### src/source/arcade_pkg.sv
`default_nettype none

package arcade_pkg;

	// Per-player control as seen by the game core (active high)
	typedef struct packed {
		logic fire;
		logic gun_up;
		logic gun_down;
		logic left;
		logic right;
		logic up;
		logic down;
	} player_ctrl_t;

	// Raw joystick byte from the host link with right at bit 0
	typedef struct packed {
		logic [2:0] spare;
		logic       fire;
		logic       up;
		logic       down;
		logic       left;
		logic       right;
	} joystick_t;

	typedef struct packed {
		logic coin;
		logic start_one;
		logic start_two;
		logic gun1_up;
		logic gun1_down;
		logic gun2_up;
		logic gun2_down;
	} cabinet_t;

	typedef struct packed {
		logic [5:0] port3;
		logic [5:0] port5;
	} sound_ctrl_t;

	typedef struct packed {
		logic [5:0] r;
		logic [5:0] g;
		logic [5:0] b;
	} rgb_t;

	localparam logic [7:0] SC_COIN      = 8'h76; // ESC
	localparam logic [7:0] SC_START_ONE = 8'h05; // F1
	localparam logic [7:0] SC_START_TWO = 8'h06; // F2
	localparam logic [7:0] SC_GUN1_UP   = 8'h15; // Q
	localparam logic [7:0] SC_GUN1_DOWN = 8'h35; // Y
	localparam logic [7:0] SC_GUN2_UP   = 8'h75; // Arrow up
	localparam logic [7:0] SC_GUN2_DOWN = 8'h72; // Arrow down

	localparam int RESET_HOLD = 16;

	localparam int SAMPLE_W = 8;

	// Half periods in clocks with channel 0 as the rightmost entry
	localparam logic [3:0][11:0] TONE_DIV = {12'd45, 12'd60, 12'd75, 12'd100};
	localparam logic [SAMPLE_W-1:0] TONE_AMP = 8'd60;

	localparam logic [5:0] VIDEO_FULL = 6'd63;
	localparam logic [3:1][5:0] SCAN_LEVEL = {6'd16, 6'd32, 6'd48}; // Index is scanline setting

endpackage

`default_nettype wire
### src/source/gunfight_io_top.sv
`timescale 1ns/1ps
`default_nettype none

module gunfight_io_top (
	input  wire                       clk_sys,
	input  wire                       rst,
	input  wire                       key_strobe,
	input  wire                       key_pressed,
	input  wire [7:0]                 key_code,
	input  arcade_pkg::joystick_t     joy0,
	input  arcade_pkg::joystick_t     joy1,
	input  wire                       reset_req,
	input  wire [1:0]                 scanlines,
	input  wire                       video,
	input  wire                       hs,
	input  wire                       vs,
	input  arcade_pkg::sound_ctrl_t   sound,
	output arcade_pkg::player_ctrl_t  p1,
	output arcade_pkg::player_ctrl_t  p2,
	output arcade_pkg::cabinet_t      cab,
	output wire                       core_rst_n,
	output arcade_pkg::rgb_t          rgb,
	output wire                       vga_hs,
	output wire                       vga_vs,
	output wire                       audio_l,
	output wire                       audio_r
);

	wire [arcade_pkg::SAMPLE_W-1:0] sample;

	key_mapper key_mapper0 (
		.clk_sys(clk_sys), .rst(rst),
		.key_strobe(key_strobe), .key_pressed(key_pressed), .key_code(key_code),
		.cab(cab)
	);

	player_mapper player_mapper0 (
		.clk_sys(clk_sys), .rst(rst),
		.joy0(joy0), .joy1(joy1), .cab(cab),
		.p1(p1), .p2(p2)
	);

	core_reset core_reset0 (
		.clk_sys(clk_sys), .rst(rst),
		.reset_req(reset_req), .core_rst_n(core_rst_n)
	);

	tone_mixer tone_mixer0 (
		.clk_sys(clk_sys), .rst(rst),
		.sound(sound), .sample(sample)
	);

	sigma_delta_dac sigma_delta_dac0 (
		.clk_sys(clk_sys), .rst(rst),
		.sample(sample), .dac_out(audio_l)
	);

	assign audio_r = audio_l; // Mono cabinet

	mono_video mono_video0 (
		.clk_sys(clk_sys), .rst(rst),
		.video(video), .hs(hs), .vs(vs), .scanlines(scanlines),
		.rgb(rgb), .vga_hs(vga_hs), .vga_vs(vga_vs)
	);

endmodule

`default_nettype wire

### src/source/mono_video.sv
`timescale 1ns/1ps
`default_nettype none

module mono_video (
	input  wire                  clk_sys,
	input  wire                  rst,
	input  wire                  video,
	input  wire                  hs,
	input  wire                  vs,
	input  wire [1:0]            scanlines,
	output arcade_pkg::rgb_t     rgb,
	output logic                 vga_hs,
	output logic                 vga_vs
);

	logic       hs_d;
	logic       line_odd;
	logic [5:0] level;

	// Line parity from hs rising edges
	always_ff @(posedge clk_sys) begin
		if (rst) begin
			hs_d     <= 1'b0;
			line_odd <= 1'b0;
		end else begin
			hs_d <= hs;
			if (hs && !hs_d) begin
				line_odd <= ~line_odd;
			end
		end
	end

	always_comb begin
		if (!video) begin
			level = '0;
		end else if (line_odd) begin
			case (scanlines)
				2'd1: level = arcade_pkg::SCAN_LEVEL[1];
				2'd2: level = arcade_pkg::SCAN_LEVEL[2];
				2'd3: level = arcade_pkg::SCAN_LEVEL[3];
				default: level = arcade_pkg::VIDEO_FULL; // Scanlines off
			endcase
		end else begin
			level = arcade_pkg::VIDEO_FULL;
		end
	end

	always_ff @(posedge clk_sys) begin
		if (rst) begin
			rgb    <= '0;
			vga_hs <= 1'b0;
			vga_vs <= 1'b0;
		end else begin
			rgb.r  <= level;
			rgb.g  <= level;
			rgb.b  <= '0; // No blue for the yellow-white monitor look
			vga_hs <= hs;
			vga_vs <= vs;
		end
	end

endmodule

`default_nettype wire

### src/source/sigma_delta_dac.sv
`timescale 1ns/1ps
`default_nettype none

module sigma_delta_dac (
	input  wire                               clk_sys,
	input  wire                               rst,
	input  wire [arcade_pkg::SAMPLE_W-1:0]    sample,
	output logic                              dac_out
);

	localparam int W = arcade_pkg::SAMPLE_W;

	logic [W:0] acc; // Extra bit is the carry

	always_ff @(posedge clk_sys) begin
		if (rst) begin
			acc <= '0;
		end else begin
			acc <= {1'b0, acc[W-1:0]} + {1'b0, sample};
		end
	end

	// Carry rate follows sample / 2^W
	assign dac_out = acc[W];

endmodule

`default_nettype wire

### src/source/tone_mixer.sv
`timescale 1ns/1ps
`default_nettype none

module tone_mixer (
	input  wire                                 clk_sys,
	input  wire                                 rst,
	input  arcade_pkg::sound_ctrl_t             sound,
	output logic [arcade_pkg::SAMPLE_W-1:0]     sample
);

	localparam int N_CH = 4;

	logic [N_CH-1:0][11:0]              div_cnt;
	logic [N_CH-1:0]                    wave;
	logic [N_CH-1:0]                    ch_en;
	logic [arcade_pkg::SAMPLE_W-1:0]    mix;

	// Channel enables from the two sound ports
	assign ch_en = {sound.port5[1], sound.port5[0], sound.port3[1], sound.port3[0]};

	for (genvar ch = 0; ch < N_CH; ch++) begin : g_tone
		always_ff @(posedge clk_sys) begin
			if (rst) begin
				div_cnt[ch] <= '0;
				wave[ch]    <= 1'b0;
			end else if (div_cnt[ch] == arcade_pkg::TONE_DIV[ch] - 12'd1) begin
				div_cnt[ch] <= '0;
				wave[ch]    <= ~wave[ch]; // Half period done
			end else begin
				div_cnt[ch] <= div_cnt[ch] + 12'd1;
			end
		end
	end

	always_comb begin
		mix = '0;
		for (int i = 0; i < N_CH; i++) begin
			if (ch_en[i] && wave[i]) begin
				mix = mix + arcade_pkg::TONE_AMP;
			end
		end
	end

	always_ff @(posedge clk_sys) begin
		if (rst) begin
			sample <= '0;
		end else begin
			sample <= mix;
		end
	end

	// Mix must not wrap the DAC input range
	a_no_overflow: assert property (
		@(posedge clk_sys) disable iff (rst)
		sample <= N_CH * arcade_pkg::TONE_AMP
	);

endmodule

`default_nettype wire

### src/source/core_reset.sv
`timescale 1ns/1ps
`default_nettype none

module core_reset (
	input  wire  clk_sys,
	input  wire  rst,
	input  wire  reset_req,
	output logic core_rst_n
);

	localparam int CNT_W = $clog2(arcade_pkg::RESET_HOLD + 1);

	logic [CNT_W-1:0] hold_cnt;

	always_ff @(posedge clk_sys) begin
		if (rst || reset_req) begin
			hold_cnt <= CNT_W'(arcade_pkg::RESET_HOLD); // Reload while requested
		end else if (hold_cnt != '0) begin
			hold_cnt <= hold_cnt - 1'b1;
		end
	end

	assign core_rst_n = (hold_cnt == '0);

	a_req_resets_core: assert property (
		@(posedge clk_sys)
		reset_req |=> !core_rst_n
	);

endmodule

`default_nettype wire

### src/source/player_mapper.sv
`timescale 1ns/1ps
`default_nettype none

module player_mapper (
	input  wire                       clk_sys,
	input  wire                       rst,
	input  arcade_pkg::joystick_t     joy0,
	input  arcade_pkg::joystick_t     joy1,
	input  arcade_pkg::cabinet_t      cab,
	output arcade_pkg::player_ctrl_t  p1,
	output arcade_pkg::player_ctrl_t  p2
);

	always_ff @(posedge clk_sys) begin
		if (rst) begin
			p1 <= '0;
			p2 <= '0;
		end else begin
			p1.fire     <= joy0.fire;
			p1.left     <= joy0.left;
			p1.right    <= joy0.right;
			p1.up       <= joy0.up;
			p1.down     <= joy0.down;
			p1.gun_up   <= cab.gun1_up; // Gun aim only from keyboard
			p1.gun_down <= cab.gun1_down;

			p2.fire     <= joy1.fire;
			p2.left     <= joy1.left;
			p2.right    <= joy1.right;
			p2.up       <= joy1.up;
			p2.down     <= joy1.down;
			p2.gun_up   <= cab.gun2_up;
			p2.gun_down <= cab.gun2_down;
		end
	end

endmodule

`default_nettype wire

### src/source/key_mapper.sv
`timescale 1ns/1ps
`default_nettype none

module key_mapper (
	input  wire                   clk_sys,
	input  wire                   rst,
	input  wire                   key_strobe,
	input  wire                   key_pressed,
	input  wire [7:0]             key_code,
	output arcade_pkg::cabinet_t  cab
);

	always_ff @(posedge clk_sys) begin
		if (rst) begin
			cab <= '0;
		end else if (key_strobe) begin
			case (key_code)
				arcade_pkg::SC_COIN: begin
					cab.coin <= key_pressed;
				end
				arcade_pkg::SC_START_ONE: begin
					cab.start_one <= key_pressed;
				end
				arcade_pkg::SC_START_TWO: begin
					cab.start_two <= key_pressed;
				end
				arcade_pkg::SC_GUN1_UP: begin
					cab.gun1_up <= key_pressed;
				end
				arcade_pkg::SC_GUN1_DOWN: begin
					cab.gun1_down <= key_pressed;
				end
				arcade_pkg::SC_GUN2_UP: begin
					cab.gun2_up <= key_pressed;
				end
				arcade_pkg::SC_GUN2_DOWN: begin
					cab.gun2_down <= key_pressed;
				end
				default: begin
				end // Unmapped keys ignored
			endcase
		end
	end

	// Buttons only move on a keyboard event
	a_cab_hold: assert property (
		@(posedge clk_sys) disable iff (rst)
		!key_strobe |=> $stable(cab)
	);

endmodule

`default_nettype wire

### config.mk
export PLATFORM = sky130hd
export DESIGN_NAME = gunfight_io_top
export DESIGN_NICKNAME = d
export VERILOG_FILES = /design/src/source/arcade_pkg.sv /design/src/source/gunfight_io_top.sv /design/src/source/mono_video.sv /design/src/source/sigma_delta_dac.sv /design/src/source/tone_mixer.sv /design/src/source/core_reset.sv /design/src/source/player_mapper.sv /design/src/source/key_mapper.sv
export SDC_FILE = /design/constraint.sdc
export NUM_CORES = 1
export LEC_CHECK = 0
export BUFFER_PORTS_ARGS = -buffer_cell sky130_fd_sc_hd__clkbuf_2
export CORE_AREA = 2 2 110 85
export DETAILED_ROUTE_END_ITERATION = 7
export DIE_AREA = 0 0 112 87
export HOLD_SLACK_MARGIN = 0.03
export PLACE_DENSITY = 0.75
export RECOVER_POWER = 100
export SLEW_MARGIN = 20
export SYNTH_ARGS = -nofsm -noshare
export SYNTH_HDL_FRONTEND = slang
export SYNTH_SLANG_ARGS = --single-unit
### constraint.sdc
create_clock -name clk_sys -period 1.7 [get_ports clk_sys]
set_input_delay 0.34 -clock clk_sys [delete_from_list [all_inputs] [get_ports clk_sys]]
set_output_delay 0.34 -clock clk_sys [all_outputs]
set_load 0.005 [all_outputs]
==> results of run 1 <==
## layer usage
layer / up-vias / wire length [um] / share of wire, % / global-route usage, %
li1: 1652 / - / - / -
met1: 1458 / 3700 / 48 / 19.8
met2: 75 / 3460 / 45 / 26.1
met3: 9 / 404 / 5.3 / 5.08
met4: 0 / 93 / 1.2 / 5.65
met5: - / 0 / 0 / 0
## worst max-delay path, stage by stage, from the launching register on
cell and delay (ns):
dfxtp_1 0.33, inv_2 0.08, ha_4 0.13, nor3b_4 0.19
nand2_2 0.09, inv_2 0.05, clkbuf_2 0.10
## power groups by stage
stage                     clock (uW)  sequential (uW)  combinational (uW)
after floorplan                    0             2400                 194
after global placement             0             2400                 276
after detailed placement           0             2410                 285
after CTS                       2030             2360                 306
after global routing            2130             2360                 366
final                           1960             2360                 328
## placed cells by master, fill, tap and decap left out, types with 4 or more instances in the layout
cell / n
dfxtp_1: 94
xnor2_1: 19
nand3_1: 18
and3_1: 9
buf_4: 15
clkbuf_1: 11
o21ai_0: 4
mux2i_1: 7
nand2_1: 12
inv_1: 12
nand2b_1: 6
nor4b_1: 5
nor2_1: 73
conb_1: 6
ha_1: 15
nor3_1: 10
clkbuf_2: 58
clkbuf_16: 9
and4_1: 5
xor2_1: 30
nand4_1: 13
nor4_1: 6
a21oi_1: 6
inv_2: 4
nor2b_1: 19
## worst min-delay path by stage
stage | start | end | slack [ns] | cells past startpoint
2_1_floorplan | tone_mixer0.div_cnt[24] | tone_mixer0.div_cnt[24] | 0.41 | 1
3_3_place_gp | tone_mixer0.div_cnt[24] | tone_mixer0.div_cnt[24] | 0.42 | 1
3_5_place_dp | tone_mixer0.div_cnt[24] | tone_mixer0.div_cnt[24] | 0.44 | 1
4_1_cts | reset_req | core_reset0.hold_cnt[0] | 0.17 | 2
5_1_grt | joy0[3] | player_mapper0.p1[1] | 0.20 | 2
6_report | reset_req | core_reset0.hold_cnt[0] | 0.20 | 2
## repair_timing
action,4_1_cts,5_1_grt
setup buffers,2,3
endpoints found under the setup margin,3,22
pin swaps,2,2
gates resized for setup,7,11
## kinds of logic after synthesis
kind of cell | synth area share (%)
multiplexers | 1.68
flip-flops | 46.0
AND/OR/NAND/NOR | 26.3
buffers and inverters | 5.66
adder cells (fa/ha/maj) | 5.75
XOR/XNOR | 10.3
AO/OA/AOI/OAI | 4.25
other | 0.0897
## cell type report
class / instances / area share, %
flip-flops and latches: 96 / 38.5
repair buffers: 86 / 9.35
clock buffers: 9 / 4.50
well taps: 112 / 2.80
clock inverters: 7 / 1.48
multi-input cells: 312 / 42.2
inverters: 16 / 1.20
## through the flow
stage	hold WS, ns	total power (uW)	worst slack (ns)	util (%)	instance area (um2)
after floorplan	0.413	2590	0.0285	-	4210
after global placement	0.424	2680	-0.0625	52.7	4630
after detailed placement	0.443	2690	-0.0868	52.7	4630
after CTS	0.171	4700	0.000519	56.5	4960
after global routing	0.196	4860	-0.0189	57.0	5000
final	0.204	4650	0.0498	57.0	5000
## registers in the layout, indices dropped and copies added, names as in the netlist, 3 cells and up
| signal | count |
|---|---|
| key_mapper0.cab | 7 |
| tone_mixer0.sample | 5 |
| sigma_delta_dac0.acc | 7 |
| player_mapper0.p2 | 7 |
| tone_mixer0.wave | 4 |
| tone_mixer0.div_cnt | 48 |
| mono_video0.rgb | 3 |
| core_reset0.hold_cnt | 5 |
| player_mapper0.p1 | 7 |
==> results.py, run 1 <==
metrics = {
    "outcome": {
        "status": "finished, final reports clean",
    },
    "synthesis": {
        "syn_avg_cell_area_um2": 9.33,
        "yosys.area.top_type": "dfxtp_1",
        "ys_warn_count": 0,
        "yosysMostFrequentCell": "dfxtp_1",
        "synth_seq_cells": 96,
        "netlist-cell-type-count": 46,
        "synth_common_cells": "96 x dfxtp_1, 73 x nor2_1, 30 x xor2_1",
        "synth_area_um2": 4180,
        "synthCells": 448,
        "ys.flop_type": "dfxtp_1",
        "yosysTopAreaCellShare_pct": 46.0,
        "ys_seq_area_share_pct": 46.0,
        "synth-async-reset-ratio_pct": 0,
        "synth_edf_count": 0,
        "synth_top_cells_by_area": "dfxtp_1 46%, nor2_1 6.6%, xor2_1 6.3%",
    },
    "timing": {
        "fin_tns_setup_ns": 0,
        "finalMaxSlewViolations": 0,
        "fin_skew_ns": 0.00910,
        "period_share_pct": 97.1,
        "max_clock_freq_mhz": 606,
        "setup_viol": 0,
        "relSlewSlack_pct": 51.1,
        "tightest_slew_ns": 0.733,
        "rsz0062_at_grt": "true",
        "hold_violations": 0,
        "min_period_ns": 1.65,
    },
    "layout": {
        "antennaDiodeCount": 0,
        "areaGrowthSynthToFinish_pct": 19.8,
        "final_nets": 585,
        "regArea_um2": 1920,
        "layout.cells.non_filler": 638,
        "multiInputGateArea_um2": 2110,
        "nFillCells": 782,
        "final_layout_size_suffix_gt1_share_pct": 21.9,
    },
    "floorplan": {
        "initial_utilization_pct": 47.6,
        "dieArea_um2": 9740,
        "die_w_um": 112,
        "die_h_um": 87,
        "coreArea_um2": 8780,
        "rows": 30,
        "io_pins": 90,
    },
    "power_and_ir_drop": {
        "p_leak_uw": 0.00208,
        "switching_share_pct": 24.4,
        "p_switching_uw": 1130,
        "p_int_uw": 3510,
        "seqPwrFrac_pct": 50.7,
        "power_frac_comb_pct": 7.1,
        "p_per_area_nw_per_um2": 929,
        "p_clk_share_pct": 42.2,
        "max-vdd-ir-drop_mv": 0.729,
    },
    "worst_setup_path": {
        "cp.arrival_ns": 1.31,
        "critPathCaptureType": "output pin",
        "rrSetupSlack_ns": 0.05,
        "cp-start-kind": "flip-flop",
        "critPathKind": "reg2out",
        "crit_start": "core_reset0.hold_cnt[1]",
        "worstRegToRegCells": 7,
        "cp.required_ns": 1.36,
        "reg2reg_from": "tone_mixer0.wave[0]",
        "crit_end": "core_rst_n",
        "critical_path.max_fanout": 3,
        "regToRegEndpoint": "tone_mixer0.sample[7]",
    },
    "clock_tree": {
        "htree_levels": 3,
        "cts_buffer_depth": 2,
        "cts-root-buf": "clkbuf_16",
        "cts-buffers-inserted": 9,
        "cts_sinks": 96,
        "cts_tree": "done",
        "clkSlewWorstSetupHoldPaths_ns": 0.07,
        "postCtsHoldBufs": 0,
        "insertion_delay_ns": 0.34,
    },
    "route": {
        "ant_nets": 0,
        "wl_um": 7650,
        "drtPass1Iterations": 4,
        "vias_per_cell": 5.01,
        "avgRoutedWirePerCell_um": 12.0,
        "drt_iter0_markers": 142,
        "vias": 3194,
        "drc_errors": 0,
    },
    "worst_hold_path": {
        "holdCritPathClass": "in2reg",
    },
    "grt": {
        "grt_max_degree": 21,
        "grt_pass1_vias": 2910,
        "overflow": 0,
        "antenna_found_initial": 0,
        "grt_pass1_wl_um": 12600,
        "track_usage_pct": 15.8,
    },
    "placed_design": {
        "dp.cells": 617,
        "portBuffers": 69,
        "place_congestion": 0.820,
        "place_hpwl_um": 5320,
    },
    "job": {
        "maxCapViolations": 0,
    },
}
Note: power is estimated with default switching activity, not from simulation.
==> inputs of run 2 (changes only) <==
--- a/config.mk
+++ b/config.mk
@@ -10,7 +10,7 @@
 export DETAILED_ROUTE_END_ITERATION = 7
 export DIE_AREA = 0 0 112 87
 export HOLD_SLACK_MARGIN = 0.03
-export PLACE_DENSITY = 0.75
+export PLACE_DENSITY = 0.73
 export RECOVER_POWER = 100
 export SLEW_MARGIN = 20
 export SYNTH_ARGS = -nofsm -noshare
==> run 2 against run 1 <==
Register-to-register slack about the same. Critical path depth increased by 1. Clock skew decreased by 0.0014 ns. Core utilization increased by 0.23 points. Final area increased by 0.40%. Total power increased by 6.1%. Hold slack got worse by 0.025 ns. Non-clock buffer count increased by 1. Die area unchanged. Combinational power decreased by 9.5%. Largest power group unchanged.
==> results.py, run 2 (synthesis results as in run 1) <==
metrics = {
    "layout": {
        "mostFrequentLayoutCells": "92 x dfxtp_1, 73 x nor2_1, 58 x clkbuf_2",
        "final_nets": 586,
        "nFillCells": 794,
        "regArea_um2": 1930,
        "multiInputGateArea_um2": 2110,
        "stdcell_area_um2": 5020,
        "mostFrequentLayoutCell": "dfxtp_1",
        "final_layout_size_suffix_gt1_share_pct": 20.9,
        "antennaDiodeCount": 0,
        "top_register": "tone_mixer0.div_cnt",
        "postLayoutCoreUtil_pct": 57.2,
        "areaGrowthSynthToFinish_pct": 20.2,
        "largest_reg_flops": 48,
    },
    "timing": {
        "tightest_slew_ns": 0.663,
        "hold_violations": 0,
        "max_clock_freq_mhz": 604,
        "period_share_pct": 97.4,
        "relSlewSlack_pct": 55.8,
        "min_period_ns": 1.66,
        "fin_tns_setup_ns": 0,
        "rsz0062_at_grt": "true",
        "finalMaxSlewViolations": 0,
        "fin_skew_ns": 0.00769,
        "setup_viol": 0,
    },
    "route": {
        "drtPass1Iterations": 4,
        "drc_errors": 0,
        "vias": 3168,
        "drt_iter0_markers": 134,
        "vias_per_cell": 4.96,
        "avgRoutedWirePerCell_um": 11.9,
        "ant_nets": 0,
        "wl_um": 7570,
    },
    "floorplan": {
        "io_pins": 90,
        "coreArea_um2": 8780,
        "dieArea_um2": 9740,
        "die_w_um": 112,
        "initial_utilization_pct": 47.6,
        "rows": 30,
        "die_h_um": 87,
    },
    "worst_setup_path": {
        "crit_start": "tone_mixer0.wave[0]",
        "cp.arrival_ns": 1.92,
        "slowest_stage": "fa_1",
        "reg2reg_from": "tone_mixer0.wave[0]",
        "crit_chain": "and2_4, inv_2, fa_1, nand2b_4, o2111ai_4, a21bo_2, a31oi_2",
        "cp-start-kind": "flip-flop",
        "critPathKind": "reg2reg",
        "worstRegToRegCells": 7,
        "cpPeakStageDelay_ns": 0.50,
        "critPathCaptureType": "flip-flop",
        "critical_path.max_fanout": 3,
        "cp.required_ns": 1.97,
    },
    "worst_hold_path": {
        "holdPathStages": 2,
        "holdCritPathClass": "in2reg",
        "worstHoldStart": "reset_req",
    },
    "clock_tree": {
        "cts_sinks": 96,
        "cts-buffers-inserted": 9,
        "htree_levels": 3,
        "insertion_delay_ns": 0.34,
        "postCtsHoldBufs": 0,
        "cts-root-buf": "clkbuf_16",
        "clkSlewWorstSetupHoldPaths_ns": 0.06,
        "cts_tree": "done",
        "cts_buffer_depth": 2,
    },
    "grt": {
        "antenna_found_initial": 0,
        "overflow": 0,
        "grt_pass1_vias": 2980,
        "grt_pass1_wl_um": 13100,
        "track_usage_pct": 16.5,
        "grt_max_degree": 22,
    },
    "placed_design": {
        "place_congestion": 0.880,
        "portBuffers": 69,
        "dpl-instance-area_um2": 4630,
        "place_hpwl_um": 5580,
    },
    "power_and_ir_drop": {
        "max-vdd-ir-drop_mv": 0.669,
        "p_leak_uw": 0.00209,
        "p_per_area_nw_per_um2": 981,
    },
    "job": {
        "maxCapViolations": 0,
    },
    "outcome": {
        "status": "finished, final reports clean",
    },
}
-- run 2: cell types whose count changed in the layout (fill, tap and decap cells not counted), moves of 2 or more --
cell	delta
buf_4	-2
bufinv_16	+3
clkbuf_1	+6
dfxtp_1	-2
dfxtp_2	+2
inv_8	-3
-- run 2: power by group --
| group | internal (uW) | leakage [uW] | switching [uW] |
|---|---|---|---|
| logic | 147 | 0.00114 | 150 |
| clock network | 1440 | 0.000163 | 832 |
| registers | 2310 | 0.000783 | 46.1 |
-- run 2: what timing repair did --
| action | 4_1_cts | 5_1_grt |
|---|---|---|
| gates resized for setup | 9 | 10 |
| buffers inserted | 3 | 1 |
| pin swaps | 2 | 3 |
| cloned | 0 | 0 |
| endpoints found under the setup margin | 2 | 23 |
-- run 2: layout make-up --
| cell class | instances | area share, % |
|---|---|---|
| Multi-Input combinational cell | 312 | 41.9 |
| Timing Repair Buffer | 87 | 8.91 |
| Clock inverter | 6 | 2.29 |
| Inverter | 16 | 1.20 |
| Sequential cell | 96 | 38.3 |
| Clock buffer | 10 | 4.56 |
| Tap cell | 112 | 2.79 |
-- run 2: routing by layer --
metal	vias to the layer above	track usage (%)	wire, um
met4	0	6.32	138
met2	75	27.8	3470
met3	12	4.94	459
met1	1444	20.1	3510
li1	1637	-	-
met5	-	0	0
-- run 2: worst paths after layout --
check	to	slack [ns]
worst max-delay path	tone_mixer0.sample[7]	0.04
worst min-delay path	core_reset0.hold_cnt[0]	0.18
worst max register to register	tone_mixer0.sample[7]	0.04
worst min register to register	tone_mixer0.div_cnt[24]	0.45
-- run 2: worst max-delay path, delay by kind of cell (launching register included) --
family	cells	cell delay (ns)
buf+inv	1	0.04
compound gates	3	0.45
fa+ha+maj	1	0.50
flops	1	0.32
simple gates	2	0.27
-- run 2: metrics by stage --
stage          worst slack, ns  hold slack, ns  total power [uW]  std cells
2_1_floorplan           0.0285           0.413              2590        453
3_3_place_gp           -0.0418           0.425              2670        619
3_5_place_dp            -0.123           0.434              2690        619
4_1_cts               0.000379           0.167              4990        638
5_1_grt                -0.0410           0.200              5110        639
6_report                0.0442           0.178              4930        639
==> inputs of run 3 (changes only) <==
--- a/config.mk
+++ b/config.mk
@@ -9,6 +9,7 @@
 export CORE_AREA = 2 2 110 85
 export DETAILED_ROUTE_END_ITERATION = 7
 export DIE_AREA = 0 0 112 87
+export GPL_TIMING_DRIVEN = 0
 export HOLD_SLACK_MARGIN = 0.03
 export PLACE_DENSITY = 0.73
 export RECOVER_POWER = 100
==> run 3 against run 2 <==
Via count rose by 1.5%. Register-to-register slack barely moved. Clock-buffer cell count did not move. Flip-flop and latch count did not move. Final area rose by 0.97%. Cell count rose by 2.7%. First-iteration DRC count fell by 10%. Clock power fell by 18%. Die area did not move. Highest routed layer unchanged. Largest cell class unchanged.
==> results.py, run 3 (synthesis results as in run 1) <==
metrics = {
    "clock_tree": {
        "cts_tree": "done",
        "cts_sinks": 96,
        "htree_levels": 3,
        "cts_buffer_depth": 2,
        "cts-root-buf": "clkbuf_16",
        "cts-buffers-inserted": 9,
        "insertion_delay_ns": 0.35,
        "clkSlewWorstSetupHoldPaths_ns": 0.07,
    },
    "grt": {
        "antenna_found_initial": 0,
        "track_usage_pct": 15.9,
        "grt_pass1_vias": 2854,
        "grt_pass1_wl_um": 12600,
        "grt_max_degree": 18,
        "overflow": 0,
    },
    "timing": {
        "relSlewSlack_pct": 65.6,
        "min_period_ns": 1.67,
        "setup_viol": 0,
        "max_clock_freq_mhz": 599,
        "finalMaxSlewViolations": 0,
        "tightest_slew_ns": 0.515,
        "rsz0062_at_grt": "true",
        "fin_tns_setup_ns": 0,
        "hold_violations": 0,
        "fin_skew_ns": 0.0102,
        "period_share_pct": 98.2,
        "holdWs_ns": 0.182,
    },
    "route": {
        "drt_iter0_markers": 120,
        "drc_errors": 0,
        "wl_um": 7590,
        "drtPass1Iterations": 4,
        "avgRoutedWirePerCell_um": 11.6,
        "vias_per_cell": 4.90,
        "ant_nets": 0,
        "vias": 3215,
    },
    "worst_setup_path": {
        "critPathCaptureType": "output pin",
        "slowest_stage": "dfxtp_1",
        "critPathKind": "reg2out",
        "crit_start": "core_reset0.hold_cnt[0]",
        "cpPeakStageDelay_ns": 0.33,
        "cp.required_ns": 1.36,
        "critical_path.max_fanout": 3,
        "cp.arrival_ns": 1.33,
        "crit_chain": "inv_1, ha_4, nor3b_4, nand2_2, inv_2, clkbuf_2",
        "cp-start-kind": "flip-flop",
        "reg2reg_from": "tone_mixer0.wave[2]",
    },
    "floorplan": {
        "coreArea_um2": 8780,
        "die_w_um": 112,
        "dieArea_um2": 9740,
        "io_pins": 90,
        "rows": 30,
        "initial_utilization_pct": 47.6,
        "die_h_um": 87,
    },
    "power_and_ir_drop": {
        "p_leak_uw": 0.00214,
        "p_per_area_nw_per_um2": 901,
        "max-vdd-ir-drop_mv": 0.695,
    },
    "placed_design": {
        "place_congestion": 0.843,
        "portBuffers": 69,
        "place_hpwl_um": 5330,
    },
    "layout": {
        "top_register": "tone_mixer0.div_cnt",
        "final_nets": 603,
        "areaGrowthSynthToFinish_pct": 21.4,
        "final_layout_size_suffix_gt1_share_pct": 22.8,
        "antennaDiodeCount": 0,
        "largest_reg_flops": 48,
        "mostFrequentLayoutCells": "92 x dfxtp_1, 73 x nor2_1, 61 x clkbuf_2",
        "mostFrequentLayoutCell": "dfxtp_1",
    },
    "job": {
        "maxCapViolations": 0,
    },
    "worst_hold_path": {
        "holdCritPathClass": "in2reg",
        "worstHoldStart": "reset_req",
    },
    "outcome": {
        "status": "finished, final reports clean",
    },
}
==> run 3: changes by cell type in the layout (fill, tap and decap cells not counted), moves of 2 or more <==
cell	before	now
bufinv_16	3	0
nand2_1	13	11
buf_4	13	10
clkbuf_2	58	61
clkbuf_1	17	20
clkbuf_4	0	13
inv_6	1	3
==> run 3: layout make-up <==
| type | count | area [um2] |
|---|---|---|
| clock buffer | 10 | 229 |
| sequential | 96 | 1930 |
| buffer | 29 | 176 |
| multi-input combinational | 312 | 2110 |
| timing repair buffer | 75 | 378 |
| tap | 112 | 140 |
| inverter | 16 | 60.1 |
| clock inverter | 6 | 51.3 |
| fill | 792 | 3710 |
==> run 3: what timing repair did <==
| action | in CTS | in global routing |
|---|---|---|
| hold buffers | 0 | 0 |
| setup endpoints to repair | 4 | 24 |
| hold endpoints to repair | 0 | 0 |
| resized for setup | 10 | 13 |
| pin swaps | 3 | 5 |
| setup buffers | 3 | 3 |
==> run 3: per-stage QoR <==
step | instances | cell area, um2 | total power (uW) | setup WS (ns) | util (%)
floorplan | 453 | 4210 | 2590 | 0.0285 | -
global placement | 634 | 4700 | 2700 | -0.151 | 53.5
detailed placement | 634 | 4700 | 2710 | -0.176 | 53.5
CTS | 653 | 5040 | 4610 | -0.0164 | 57.4
global route | 656 | 5070 | 4760 | -0.0514 | 57.8
finish | 656 | 5070 | 4570 | 0.0314 | 57.8
==> run 3: worst paths after layout <==
path | endpoint | slack [ns] | cells past startpoint
worst max register to register | tone_mixer0.sample[7] | 0.04 | 6
worst min register to register | tone_mixer0.div_cnt[24] | 0.45 | 1
worst max-delay path | core_rst_n | 0.03 | 6
worst min-delay path | core_reset0.hold_cnt[0] | 0.18 | 2
==> run 3: worst max-delay path: cells and delay by family (launching register included) <==
family	cells	cell delay, ns
flip-flops	1	0.33
adder cells (fa/ha/maj)	1	0.14
AND/OR/NAND/NOR	2	0.28
buffers and inverters	3	0.23
==> run 3: metal layers <==
| layer | global-route usage (%) | vias up | part of all wire [%] |
|---|---|---|---|
| met5 | 0 | - | 0 |
| li1 | - | 1685 | - |
| met2 | 26.7 | 71 | 44 |
| met1 | 19.7 | 1448 | 49 |
| met4 | 5.65 | 0 | 1.4 |
| met3 | 4.94 | 11 | 5.5 |
==> run 3: where the power goes <==
group	switching [uW]	internal, uW
combinational	160	172
clock	871	1010
sequential	46.0	2310
total	1080	3490
